**src/smc_pkg.sv**
```systemverilog
package smc_pkg;

	// ==============================
	// device array shape
	// ==============================

	localparam int unsigned NUM_DEV = 6;
	// sorted figures kept for scoring
	localparam int unsigned NUM_SEL = 3;

	// mode word bit positions
	localparam int unsigned MODE_CURRENT = 0;
	localparam int unsigned MODE_LARGEST = 1;

	// ==============================
	// data types
	// ==============================

	// width, gate and drain voltages, and overdrive
	typedef logic [2:0] volt_t;
	typedef logic [1:0] mode_t;
	// device figure, low 8 bits only
	typedef logic [7:0] drive_t;
	// figure divided by three, at most 85
	typedef logic [6:0] third_t;
	// weighted sum of three quotients, at most 1020
	typedef logic [9:0] wsum_t;
	typedef logic [6:0] score_t;

	// ==============================
	// score weights
	// ==============================

	// current mode, largest-ranked quotient first
	localparam wsum_t WEIGHT_LOW  = 10'd3;
	localparam wsum_t WEIGHT_MID  = 10'd4;
	localparam wsum_t WEIGHT_HIGH = 10'd5;
	// transconductance mode, same for all three
	localparam wsum_t WEIGHT_FLAT = 10'd4;

endpackage

```
**src/mosfet_model.sv**
```systemverilog
`timescale 1ns/100ps

module mosfet_model (
	input  smc_pkg::volt_t  w,
	input  smc_pkg::volt_t  v_gs,
	input  smc_pkg::volt_t  v_ds,
	input  logic            current_mode,
	output smc_pkg::drive_t figure
);

	import smc_pkg::*;

	volt_t       overdrive;
	logic        triode;
	volt_t       v_eff;
	logic [5:0]  w_v;
	logic [3:0]  factor;
	logic [9:0]  product;

	// threshold of one, wraps so v_gs of 0 gives 7
	assign overdrive = v_gs - 3'd1;

	// overdrive equal to v_ds counts as saturation
	assign triode = (overdrive > v_ds);
	assign v_eff  = triode ? v_ds : overdrive;

	assign w_v = {3'b000, w} * {3'b000, v_eff};

	// current: 2*ov - v_eff, never negative since v_eff <= ov
	// transconductance: constant 2
	always_comb begin
		if (current_mode) begin
			factor = {overdrive, 1'b0} - {1'b0, v_eff};
		end else begin
			factor = 4'd2;
		end
	end

	// up to 63 * 14, wider than the figure
	assign product = {4'b0000, w_v} * {6'b000000, factor};

	// only the low byte survives
	assign figure = product[7:0];

endmodule

```
**src/mosfet_array.sv**
```systemverilog
`timescale 1ns/100ps

module mosfet_array (
	input  logic            clk,
	input  logic            rst_n,
	input  smc_pkg::mode_t  mode,
	input  smc_pkg::volt_t  w      [smc_pkg::NUM_DEV],
	input  smc_pkg::volt_t  v_gs   [smc_pkg::NUM_DEV],
	input  smc_pkg::volt_t  v_ds   [smc_pkg::NUM_DEV],
	output smc_pkg::drive_t figure [smc_pkg::NUM_DEV],
	output smc_pkg::mode_t  mode_q
);

	import smc_pkg::*;

	drive_t figure_d [NUM_DEV];

	// ==============================
	// per-device evaluation
	// ==============================

	for (genvar i = 0; i < NUM_DEV; i++) begin : g_dev
		mosfet_model u_model (
			.w            (w[i]),
			.v_gs         (v_gs[i]),
			.v_ds         (v_ds[i]),
			.current_mode (mode[MODE_CURRENT]),
			.figure       (figure_d[i])
		);
	end

	// ==============================
	// stage 1 register
	// ==============================

	// mode travels with its figures so stage 2 scores the right vector
	always_ff @(posedge clk or negedge rst_n) begin
		if (!rst_n) begin
			for (int i = 0; i < NUM_DEV; i++) begin
				figure[i] <= '0;
			end
			mode_q <= '0;
		end else begin
			for (int i = 0; i < NUM_DEV; i++) begin
				figure[i] <= figure_d[i];
			end
			mode_q <= mode;
		end
	end

endmodule

```
**src/sort_network.sv**
```systemverilog
`timescale 1ns/100ps

module sort_network (
	input  smc_pkg::drive_t figure [smc_pkg::NUM_DEV],
	output smc_pkg::drive_t sorted [smc_pkg::NUM_DEV]
);

	import smc_pkg::*;

	localparam int unsigned NUM_CMP = 12;

	// ==============================
	// comparator schedule
	// ==============================

	// each step leaves the larger value at cmp_hi
	// steps 0-5 sort even slots {0,2,4} and odd slots {1,3,5} as two triples
	// steps 6-8 pair the triples rank by rank
	// steps 9-11 merge the middle four
	localparam int unsigned CMP_HI [NUM_CMP] = '{
		1, 0, 3, 2, 1, 0,
		4, 2, 0,
		1, 3, 1
	};
	localparam int unsigned CMP_LO [NUM_CMP] = '{
		5, 4, 5, 4, 3, 2,
		5, 3, 1,
		4, 4, 2
	};

	drive_t work [NUM_DEV];
	drive_t held;

	// ==============================
	// compare-exchange chain
	// ==============================

	always_comb begin
		for (int i = 0; i < NUM_DEV; i++) begin
			work[i] = figure[i];
		end
		held = '0;
		for (int k = 0; k < NUM_CMP; k++) begin
			// equal values stay where they are
			if (work[CMP_HI[k]] < work[CMP_LO[k]]) begin
				held             = work[CMP_HI[k]];
				work[CMP_HI[k]]  = work[CMP_LO[k]];
				work[CMP_LO[k]]  = held;
			end
		end
	end

	// index 0 is the largest figure
	always_comb begin
		for (int i = 0; i < NUM_DEV; i++) begin
			sorted[i] = work[i];
		end
	end

endmodule

```
**src/score_average.sv**
```systemverilog
`timescale 1ns/100ps

module score_average (
	input  logic            clk,
	input  logic            rst_n,
	input  smc_pkg::drive_t sorted [smc_pkg::NUM_DEV],
	input  smc_pkg::mode_t  mode_q,
	output smc_pkg::score_t score
);

	import smc_pkg::*;

	drive_t kept [NUM_SEL];
	third_t quot [NUM_SEL];
	wsum_t  w_first;
	wsum_t  w_mid;
	wsum_t  w_last;
	wsum_t  wsum;
	score_t score_d;

	// ==============================
	// top or bottom three
	// ==============================

	// kept[0] is always the highest-ranked of the chosen three
	always_comb begin
		for (int i = 0; i < NUM_SEL; i++) begin
			if (mode_q[MODE_LARGEST]) begin
				kept[i] = sorted[i];
			end else begin
				kept[i] = sorted[i + NUM_SEL];
			end
			// at most 255 / 3 = 85, fits in 7 bits
			quot[i] = third_t'(kept[i] / drive_t'(3));
		end
	end

	// ==============================
	// weighting and final divide
	// ==============================

	assign w_first = mode_q[MODE_CURRENT] ? WEIGHT_LOW  : WEIGHT_FLAT;
	assign w_mid   = mode_q[MODE_CURRENT] ? WEIGHT_MID  : WEIGHT_FLAT;
	assign w_last  = mode_q[MODE_CURRENT] ? WEIGHT_HIGH : WEIGHT_FLAT;

	// weights add to 12 either way, so the sum stays under 1024
	assign wsum = w_first * wsum_t'(quot[0])
		+ w_mid  * wsum_t'(quot[1])
		+ w_last * wsum_t'(quot[2]);

	assign score_d = score_t'(wsum / wsum_t'(12));

	// stage 2 register
	always_ff @(posedge clk or negedge rst_n) begin
		if (!rst_n) begin
			score <= '0;
		end else begin
			score <= score_d;
		end
	end

endmodule

```
**src/smc.sv**
```systemverilog
`timescale 1ns/100ps

module smc (
	input  logic           clk,
	input  logic           rst_n,
	input  smc_pkg::mode_t mode,
	input  smc_pkg::volt_t w_0,
	input  smc_pkg::volt_t v_gs_0,
	input  smc_pkg::volt_t v_ds_0,
	input  smc_pkg::volt_t w_1,
	input  smc_pkg::volt_t v_gs_1,
	input  smc_pkg::volt_t v_ds_1,
	input  smc_pkg::volt_t w_2,
	input  smc_pkg::volt_t v_gs_2,
	input  smc_pkg::volt_t v_ds_2,
	input  smc_pkg::volt_t w_3,
	input  smc_pkg::volt_t v_gs_3,
	input  smc_pkg::volt_t v_ds_3,
	input  smc_pkg::volt_t w_4,
	input  smc_pkg::volt_t v_gs_4,
	input  smc_pkg::volt_t v_ds_4,
	input  smc_pkg::volt_t w_5,
	input  smc_pkg::volt_t v_gs_5,
	input  smc_pkg::volt_t v_ds_5,
	output logic [7:0]     out_n
);

	import smc_pkg::*;

	volt_t  w_arr    [NUM_DEV];
	volt_t  v_gs_arr [NUM_DEV];
	volt_t  v_ds_arr [NUM_DEV];
	drive_t figure   [NUM_DEV];
	drive_t sorted   [NUM_DEV];
	mode_t  mode_q;
	score_t score;

	// ==============================
	// gather device inputs
	// ==============================

	assign w_arr    = '{w_0, w_1, w_2, w_3, w_4, w_5};
	assign v_gs_arr = '{v_gs_0, v_gs_1, v_gs_2, v_gs_3, v_gs_4, v_gs_5};
	assign v_ds_arr = '{v_ds_0, v_ds_1, v_ds_2, v_ds_3, v_ds_4, v_ds_5};

	// ==============================
	// pipeline
	// ==============================

	// stage 1, figures and mode registered
	mosfet_array u_array (
		.clk    (clk),
		.rst_n  (rst_n),
		.mode   (mode),
		.w      (w_arr),
		.v_gs   (v_gs_arr),
		.v_ds   (v_ds_arr),
		.figure (figure),
		.mode_q (mode_q)
	);

	sort_network u_sort (
		.figure (figure),
		.sorted (sorted)
	);

	// stage 2, score registered
	score_average u_score (
		.clk    (clk),
		.rst_n  (rst_n),
		.sorted (sorted),
		.mode_q (mode_q),
		.score  (score)
	);

	// top bit is always zero
	assign out_n = {1'b0, score};

endmodule

```
**config.mk**
```make
export PLATFORM = sky130hd
export DESIGN_NAME = smc
export DESIGN_NICKNAME = d
export VERILOG_FILES = /design/src/smc_pkg.sv /design/src/mosfet_model.sv /design/src/mosfet_array.sv /design/src/sort_network.sv /design/src/score_average.sv /design/src/smc.sv
export SDC_FILE = /design/constraint.sdc
export NUM_CORES = 1
export LEC_CHECK = 0
export ABC_AREA = 0
export CAP_MARGIN = 0
export CORE_UTILIZATION = 55
export CTS_CLUSTER_SIZE = 10
export DETAILED_ROUTE_END_ITERATION = 6
export DONT_BUFFER_PORTS = 1
export PLACE_DENSITY = 0.79
export SLEW_MARGIN = 20
export SYNTH_ARGS = -nofsm -noshare
export SYNTH_HDL_FRONTEND = slang
export SYNTH_HIERARCHICAL = 1
export SYNTH_SLANG_ARGS = --single-unit
```
**constraint.sdc**
```tcl
create_clock -name clk -period 18.52 [get_ports clk]
set_input_delay 3.704 -clock clk [delete_from_list [all_inputs] [get_ports clk]]
set_output_delay 3.704 -clock clk [all_outputs]
set_load 0.005 [all_outputs]
```
==> run summary, run 1 <==
Status: finished with violations
Failing checks: DRC
FF-to-FF path depth: 76
Die W: 173 um
R2R setup slack: 1.04 ns
Hold_buf cts: 0
# rows: 62
Max cap viols: 0
Clock slew at reported path FFs: 0.07 ns
Met3 wire length: 2280 um
CTS tree: built
Ys async rst share: 100%
Slowest CP cell: or3_1
Final period util: 94.4%
Cell Area, Synth: 16100 um2
Slew Limit Fails: 0
Worst hold start: u_array/mode_q[0]
Crit path capture type: flop
Synth cell types: 93
Synthesized Nets: 2373
Die boundary height: 173 um
CTS H-Tree Depth: 3
IO Pins: 66
Clock skew: 0.0125 ns
Final number of hold-violating endpoints: 0
# diodes: 0
Layout cells sized above 1: 9.60%
Total Die Area: 30000 um2
CTS root buf: clkbuf_16
Vias in the first global route: 13700
Synth top area share: 17.2%
Via count: 14300
Least-Margin Pin Slew: 0.882 ns
Area grow syn2layout: 4.11%
Worst Hold Depth: 7
Clock sink count: 57
Core Box Area: 28800 um2
FMAX: 57.2 MHz
Cell mode on critical path: ha_1
CP max FO: 23
Detail-routed via count per cell: 6.04
Top Layer Used: met4
Hpwl dp: 32100 um
Flops & latches, synth: 57
Initial DRC count: 1303
Wl on met1: 17700 um
Hold Path End: u_score/score[0]
Area contributors post-synth: ha_1 17%, fa_1 11%, dfrtp_1 8.8%, mux2i_1 8.1%, inv_1 5.6%
Most common cell after layout, fill and taps aside: inv_1
Met2 wire length: 18400 um
Hold Path Class: flop to flop
WP data arrival: 17.71 ns
CTS Buffer Depth: 2
NumNets Final: 2351
Syn avg cell area: 8.04 um2
Global route overflow: 0
Number of remaining DRC errors: 1
Area leader, netlist: ha_1
Drt first pass iters: 7
Fill cells: 2507
GRT Resource Usage Total: 25.9%
Synth warn: 6
Starting density of the core: 56.0%
Worst path required time: 18.75 ns
Startpoint of the worst register-to-register path: u_array/figure[14]
DRT antenna net count: 0
Max-slew headroom: 41.2%
CP Launch Type: flop
Seq/Total Area, Yosys: 8.84%
Crit path kind: flop to flop
Post-Syn Instances: 2007
Main synth FF type: dfrtp_1
Final hold slack: 1.91 ns
CTS Buf Count: 9
Global-route wire length before repair: 65500 um
Routed WL: 39300 um
Leading cell types in the layout, fill and taps excluded: 242 x inv_1, 222 x ha_1, 162 x nand2_1
R2R Path End: u_score/score[0]
Minimum clock period: 17.48 ns
Port Buffer Count: 0
Number of synthesized flops with an enable pin: 0
Pre-CTS setup slack: 0.232 ns
Max incr delay on CP: 0.52 ns
Clk_lat worst skew: 0.35 ns
GP Congestion: 0.997
Avg WL per Cell: 16.6 um
Fin worst setup slack: 1.04 ns
Initial antenna violation count: 0
Pin count of the biggest net entering global routing: 104
Setup violators final: 0
metrics by stage:
stage | TNS (ns) | cell area (um2) | utilization [%] | cells
2_1_floorplan | 0 | 16100 | - | 2007
3_3_place_gp | 0 | 16400 | 57.0 | 2351
3_5_place_dp | 0 | 16400 | 57.0 | 2351
4_1_cts | 0 | 16700 | 57.9 | 2367
5_1_grt | -0.111 | 16800 | 58.3 | 2374
6_report | 0 | 16800 | 58.3 | 2374
how the worst max path moves through the flow:
| stage | startpoint | end | slack (ns) |
|---|---|---|---|
| final | u_array/figure[14] | u_score/score[0] | 1.04 |
| after global routing | u_array/figure[5] | u_score/score[0] | -0.11 |
| after CTS | u_array/figure[5] | u_score/score[0] | 0.25 |
| after detailed placement | u_array/figure[5] | u_score/score[0] | 0.23 |
| after global placement | u_array/figure[5] | u_score/score[0] | 0.70 |
| after floorplan | u_array/figure[12] | u_score/score[0] | 1.33 |
Yosys cell counts (25+ instances only):
library cell  number
xor2_1            34
nor2_1           160
nand2_1          162
o21ai_0          103
nand3_1           49
dfrtp_1           57
nor2b_1           34
xnor2_1           42
nand2b_1          25
ha_1             222
fa_1              86
a211oi_1          25
a21oi_1          123
a21o_1            51
and3_1            38
clkbuf_1          31
mux2i_1          131
inv_1            242
and2_1            38
per-layer routing:
| layer | global-route usage, % | up-vias |
|---|---|---|
| met5 | 0 | - |
| met4 | 7.74 | 0 |
| met3 | 3.09 | 71 |
| met2 | 43.5 | 490 |
| met1 | 35.0 | 6825 |
| li1 | - | 6962 |
sequential cells by signal, summed over array words and instances, names as in the netlist:
| register | flops |
|---|---|
| u_array/figure | 48 |
| u_array/mode_q | 2 |
| u_score/score | 7 |
worst max-delay path: cells and delay by family (launching register included):
family | cells | cell delay (ns)
adder cells (fa/ha/maj) | 11 | 3.39
XOR/XNOR | 2 | 0.39
multiplexers | 5 | 1.39
flip-flops | 1 | 0.35
AND/OR/NAND/NOR | 15 | 3.05
AO/OA/AOI/OAI | 32 | 7.33
buffers and inverters | 11 | 1.46
final cells by class:
cell class / instances / area, um2 / area share, %
inverters: 242 / 908 / 5.41
clock buffers: 10 / 229 / 1.36
well taps: 384 / 480 / 2.86
repair buffers: 29 / 218 / 1.30
clock inverters: 6 / 35.0 / 0.209
multi-input cells: 1646 / 13500 / 80.4
flip-flops and latches: 57 / 1430 / 8.50
cell families after synthesis:
family | synth area share [%]
simple gates | 18.6
compound gates | 19.4
fa+ha+maj | 28.1
buf+inv | 7.97
mux | 12.1
xor+xnor | 5.04
flops | 8.84
other cells | 0.0233
what timing repair did:
item / 4_1_cts / 5_1_grt
buffers inserted: 0 / 7
endpoints found under the setup margin: 0 / 7
gates resized for setup: 0 / 20
Power of run 1 is left out: the tool's default activity adds up to more than one toggle a clock period on the data nets, which glitch-free logic cannot reach.
==> run 2: changes to the inputs <==
Settings changed: ABC_AREA 0 to 1, CELL_PAD_IN_SITES_DETAIL_PLACEMENT set to 0, CELL_PAD_IN_SITES_GLOBAL_PLACEMENT set to 1, CORE_UTILIZATION 55 to 48, PLACE_DENSITY 0.79 to 0.9.
Clock period 18.52 ns to 16.9 ns, I/O delays scaled along.
==> run 2 against run 1 <==
  * The flow now finishes without violations
  * Register-to-register slack improved by 0.48 ns
  * Worst hold slack got worse by 0.54 ns
  * Setup slack improved by 0.48 ns
  * Die area rose by 6.1%
  * Sequential share of layout area rose by 0.59 points
  * Critical endpoint unchanged
==> run summary, run 2 <==
CTS Buf Count: 9
Die W: 178 um
Number of remaining DRC errors: 0
Most common cell after layout, fill and taps aside: nand2_1
Final number of hold-violating endpoints: 0
Fin worst setup slack: 1.51 ns
Hpwl dp: 30300 um
Pin count of the biggest net entering global routing: 58
Most frequent cell after synthesis: nand2_1
Simple-gate share of the synthesized area: 33.4%
Cell mode on critical path: nand2_1
Slew Limit Fails: 0
Area contributors post-synth: ha_1 19%, nand2_1 16%, fa_1 12%, inv_1 11%, dfrtp_1 9.5%
Largest family of logic cells by synthesized area: simple AND/OR/NAND/NOR gates
Leading cell types in the layout, fill and taps excluded: 632 x nand2_1, 450 x inv_1, 222 x ha_1
Max cap viols: 0
Flops & latches, synth: 57
Top post-synthesis cells by count: 631 x nand2_1, 451 x inv_1, 222 x ha_1
Max reg flops: 48
Startpoint of the worst register-to-register path: u_array/figure[15]
CTS Buffer Depth: 2
Port Buffer Count: 0
Synth Area in Compound Gates: 11.0%
Routed WL: 35400 um
Syn avg cell area: 6.34 um2
Xor/xnor share of the synthesized area: 2.66%
Avg WL per Cell: 13.0 um
Slowest CP cell: fa_1
Area grow syn2layout: 5.06%
Crit path kind: flop to flop
Total Die Area: 31800 um2
CTS resizes: 0
Global route overflow: 0
CTS H-Tree Depth: 3
Die boundary height: 178 um
CP Launch Type: flop
NumNets Final: 2695
Initial antenna violation count: 0
Worst path required time: 17.13 ns
Pre-CTS setup slack: 0.0892 ns
Layout cells sized above 1: 7.54%
GRT Resource Usage Total: 23.0%
Core Box Area: 30600 um2
Final instance area: 15700 um2
Initial DRC count: 962
Minimum clock period: 15.39 ns
Final period util: 91.0%
Clock skew: 0.0121 ns
Worst hold start: u_array/mode_q[0]
RSZ-0062 raised after global routing: no
Synth warn: 6
Setup_tns: 0 ns
Global-route wire length before repair: 59700 um
Drt first pass iters: 5
Status: finished, final reports clean
FMAX: 65.0 MHz
Multi-input logic area: 11600 um2
# rows: 64
Number of synthesized flops with an enable pin: 0
Vias in the first global route: 13100
Clock slew at reported path FFs: 0.06 ns
Clk_lat worst skew: 0.35 ns
Ys async rst share: 100%
Synth Area in Adders: 30.1%
Register cell area after layout: 1430 um2
CTS root buf: clkbuf_16
Setup bufs post-CTS: 0
IO Pins: 66
Max incr delay on CP: 0.53 ns
Final hold slack: 1.38 ns
Crit path capture type: flop
Synth top area share: 18.6%
CTS tree: built
Area leader, netlist: ha_1
# diodes: 0
Hold Path Class: flop to flop
Largest regs: u_array/figure (48), u_score/score (7), u_array/mode_q (2)
Post-Place Cell Area: 15200 um2
Max-slew headroom: 48.3%
Clock sink count: 57
Cell Area, Synth: 14900 um2
Least-Margin Pin Slew: 0.767 ns
CP startpoint: u_array/figure[15]
Reg with most FFs: u_array/figure
Via count: 13900
DRT antenna net count: 0
Setup violators final: 0
Synth cell types: 46
CP max FO: 31
Mux contribution to synthesized area: 0%
Hold_buf cts: 0
Post-Syn Instances: 2357
Fill cells: 3150
WP data arrival: 15.62 ns
Seq/Total Area, Yosys: 9.55%
GP Congestion: 0.947
Starting density of the core: 48.8%
Main synth FF type: dfrtp_1
Detail-routed via count per cell: 5.10
Synthesized Nets: 2723
[run 2: changes by cell type in the layout (fill, tap and decap cells not counted), moves of 44 or more]
cell,change
nand2_1,+470
inv_1,+208
mux2i_1,-128
nand3_1,+116
nand2_2,+60
a21o_1,-48
nor2_1,+45
a21oi_1,-44
[run 2: routing by layer]
layer  vias up  global-route usage, %  routed length (um)
li1       7321                      -                   -
met1      6314                   31.1               16800
met2       252                   39.9               16800
met3        29                   1.92                1340
met4         0                   4.38                 391
met5         -                      0                   0
[run 2: kinds of logic after synthesis]
kind of cell / Yosys count
and+or+nand+nor: 1143
xor gates and xnor gates: 42
adders and majority gates: 308
buffers and inverters: 508
DFF: 57
AOI/OAI and AO/OA: 298
other: 1
[run 2: cell type report]
type                    instances  area share, %
multi-input cells            1793           74.1
inverters                     465           11.2
flip-flops and latches         57           9.09
well taps                     396           3.16
clock buffers                  12           1.70
clock inverters                 4          0.622
repair buffers                  3          0.144
[run 2: worst max-delay path: cells and delay by family (launching register included)]
kind                       cells  cell delay (ns)
AOI/OAI and AO/OA             22             5.02
and+or+nand+nor               43             4.57
adders and majority gates     13             4.20
buffers and inverters         17             1.17
DFF                            1             0.35
[run 2: path summary, 6_finish.rpt]
| check | end | slack, ns | cells past startpoint |
|---|---|---|---|
| max in group asynchronous | u_array/figure[30] | 14.03 | 0 |
| hold reg to reg | u_score/score[6] | 1.38 | 8 |
| setup reg to reg | u_score/score[0] | 1.51 | 95 |
| hold / removal | u_score/score[6] | 1.38 | 8 |
| min in group asynchronous | u_array/figure[24] | 2.72 | 0 |
| setup / recovery | u_score/score[0] | 1.51 | 95 |
[run 2: through the flow]
step	util, %	instances
2_1_floorplan	-	2357
3_3_place_gp	49.8	2713
3_5_place_dp	49.8	2713
4_1_cts	51.0	2729
5_1_grt	51.3	2730
6_report	51.3	2730
Power of run 2 is left out for the same reason.
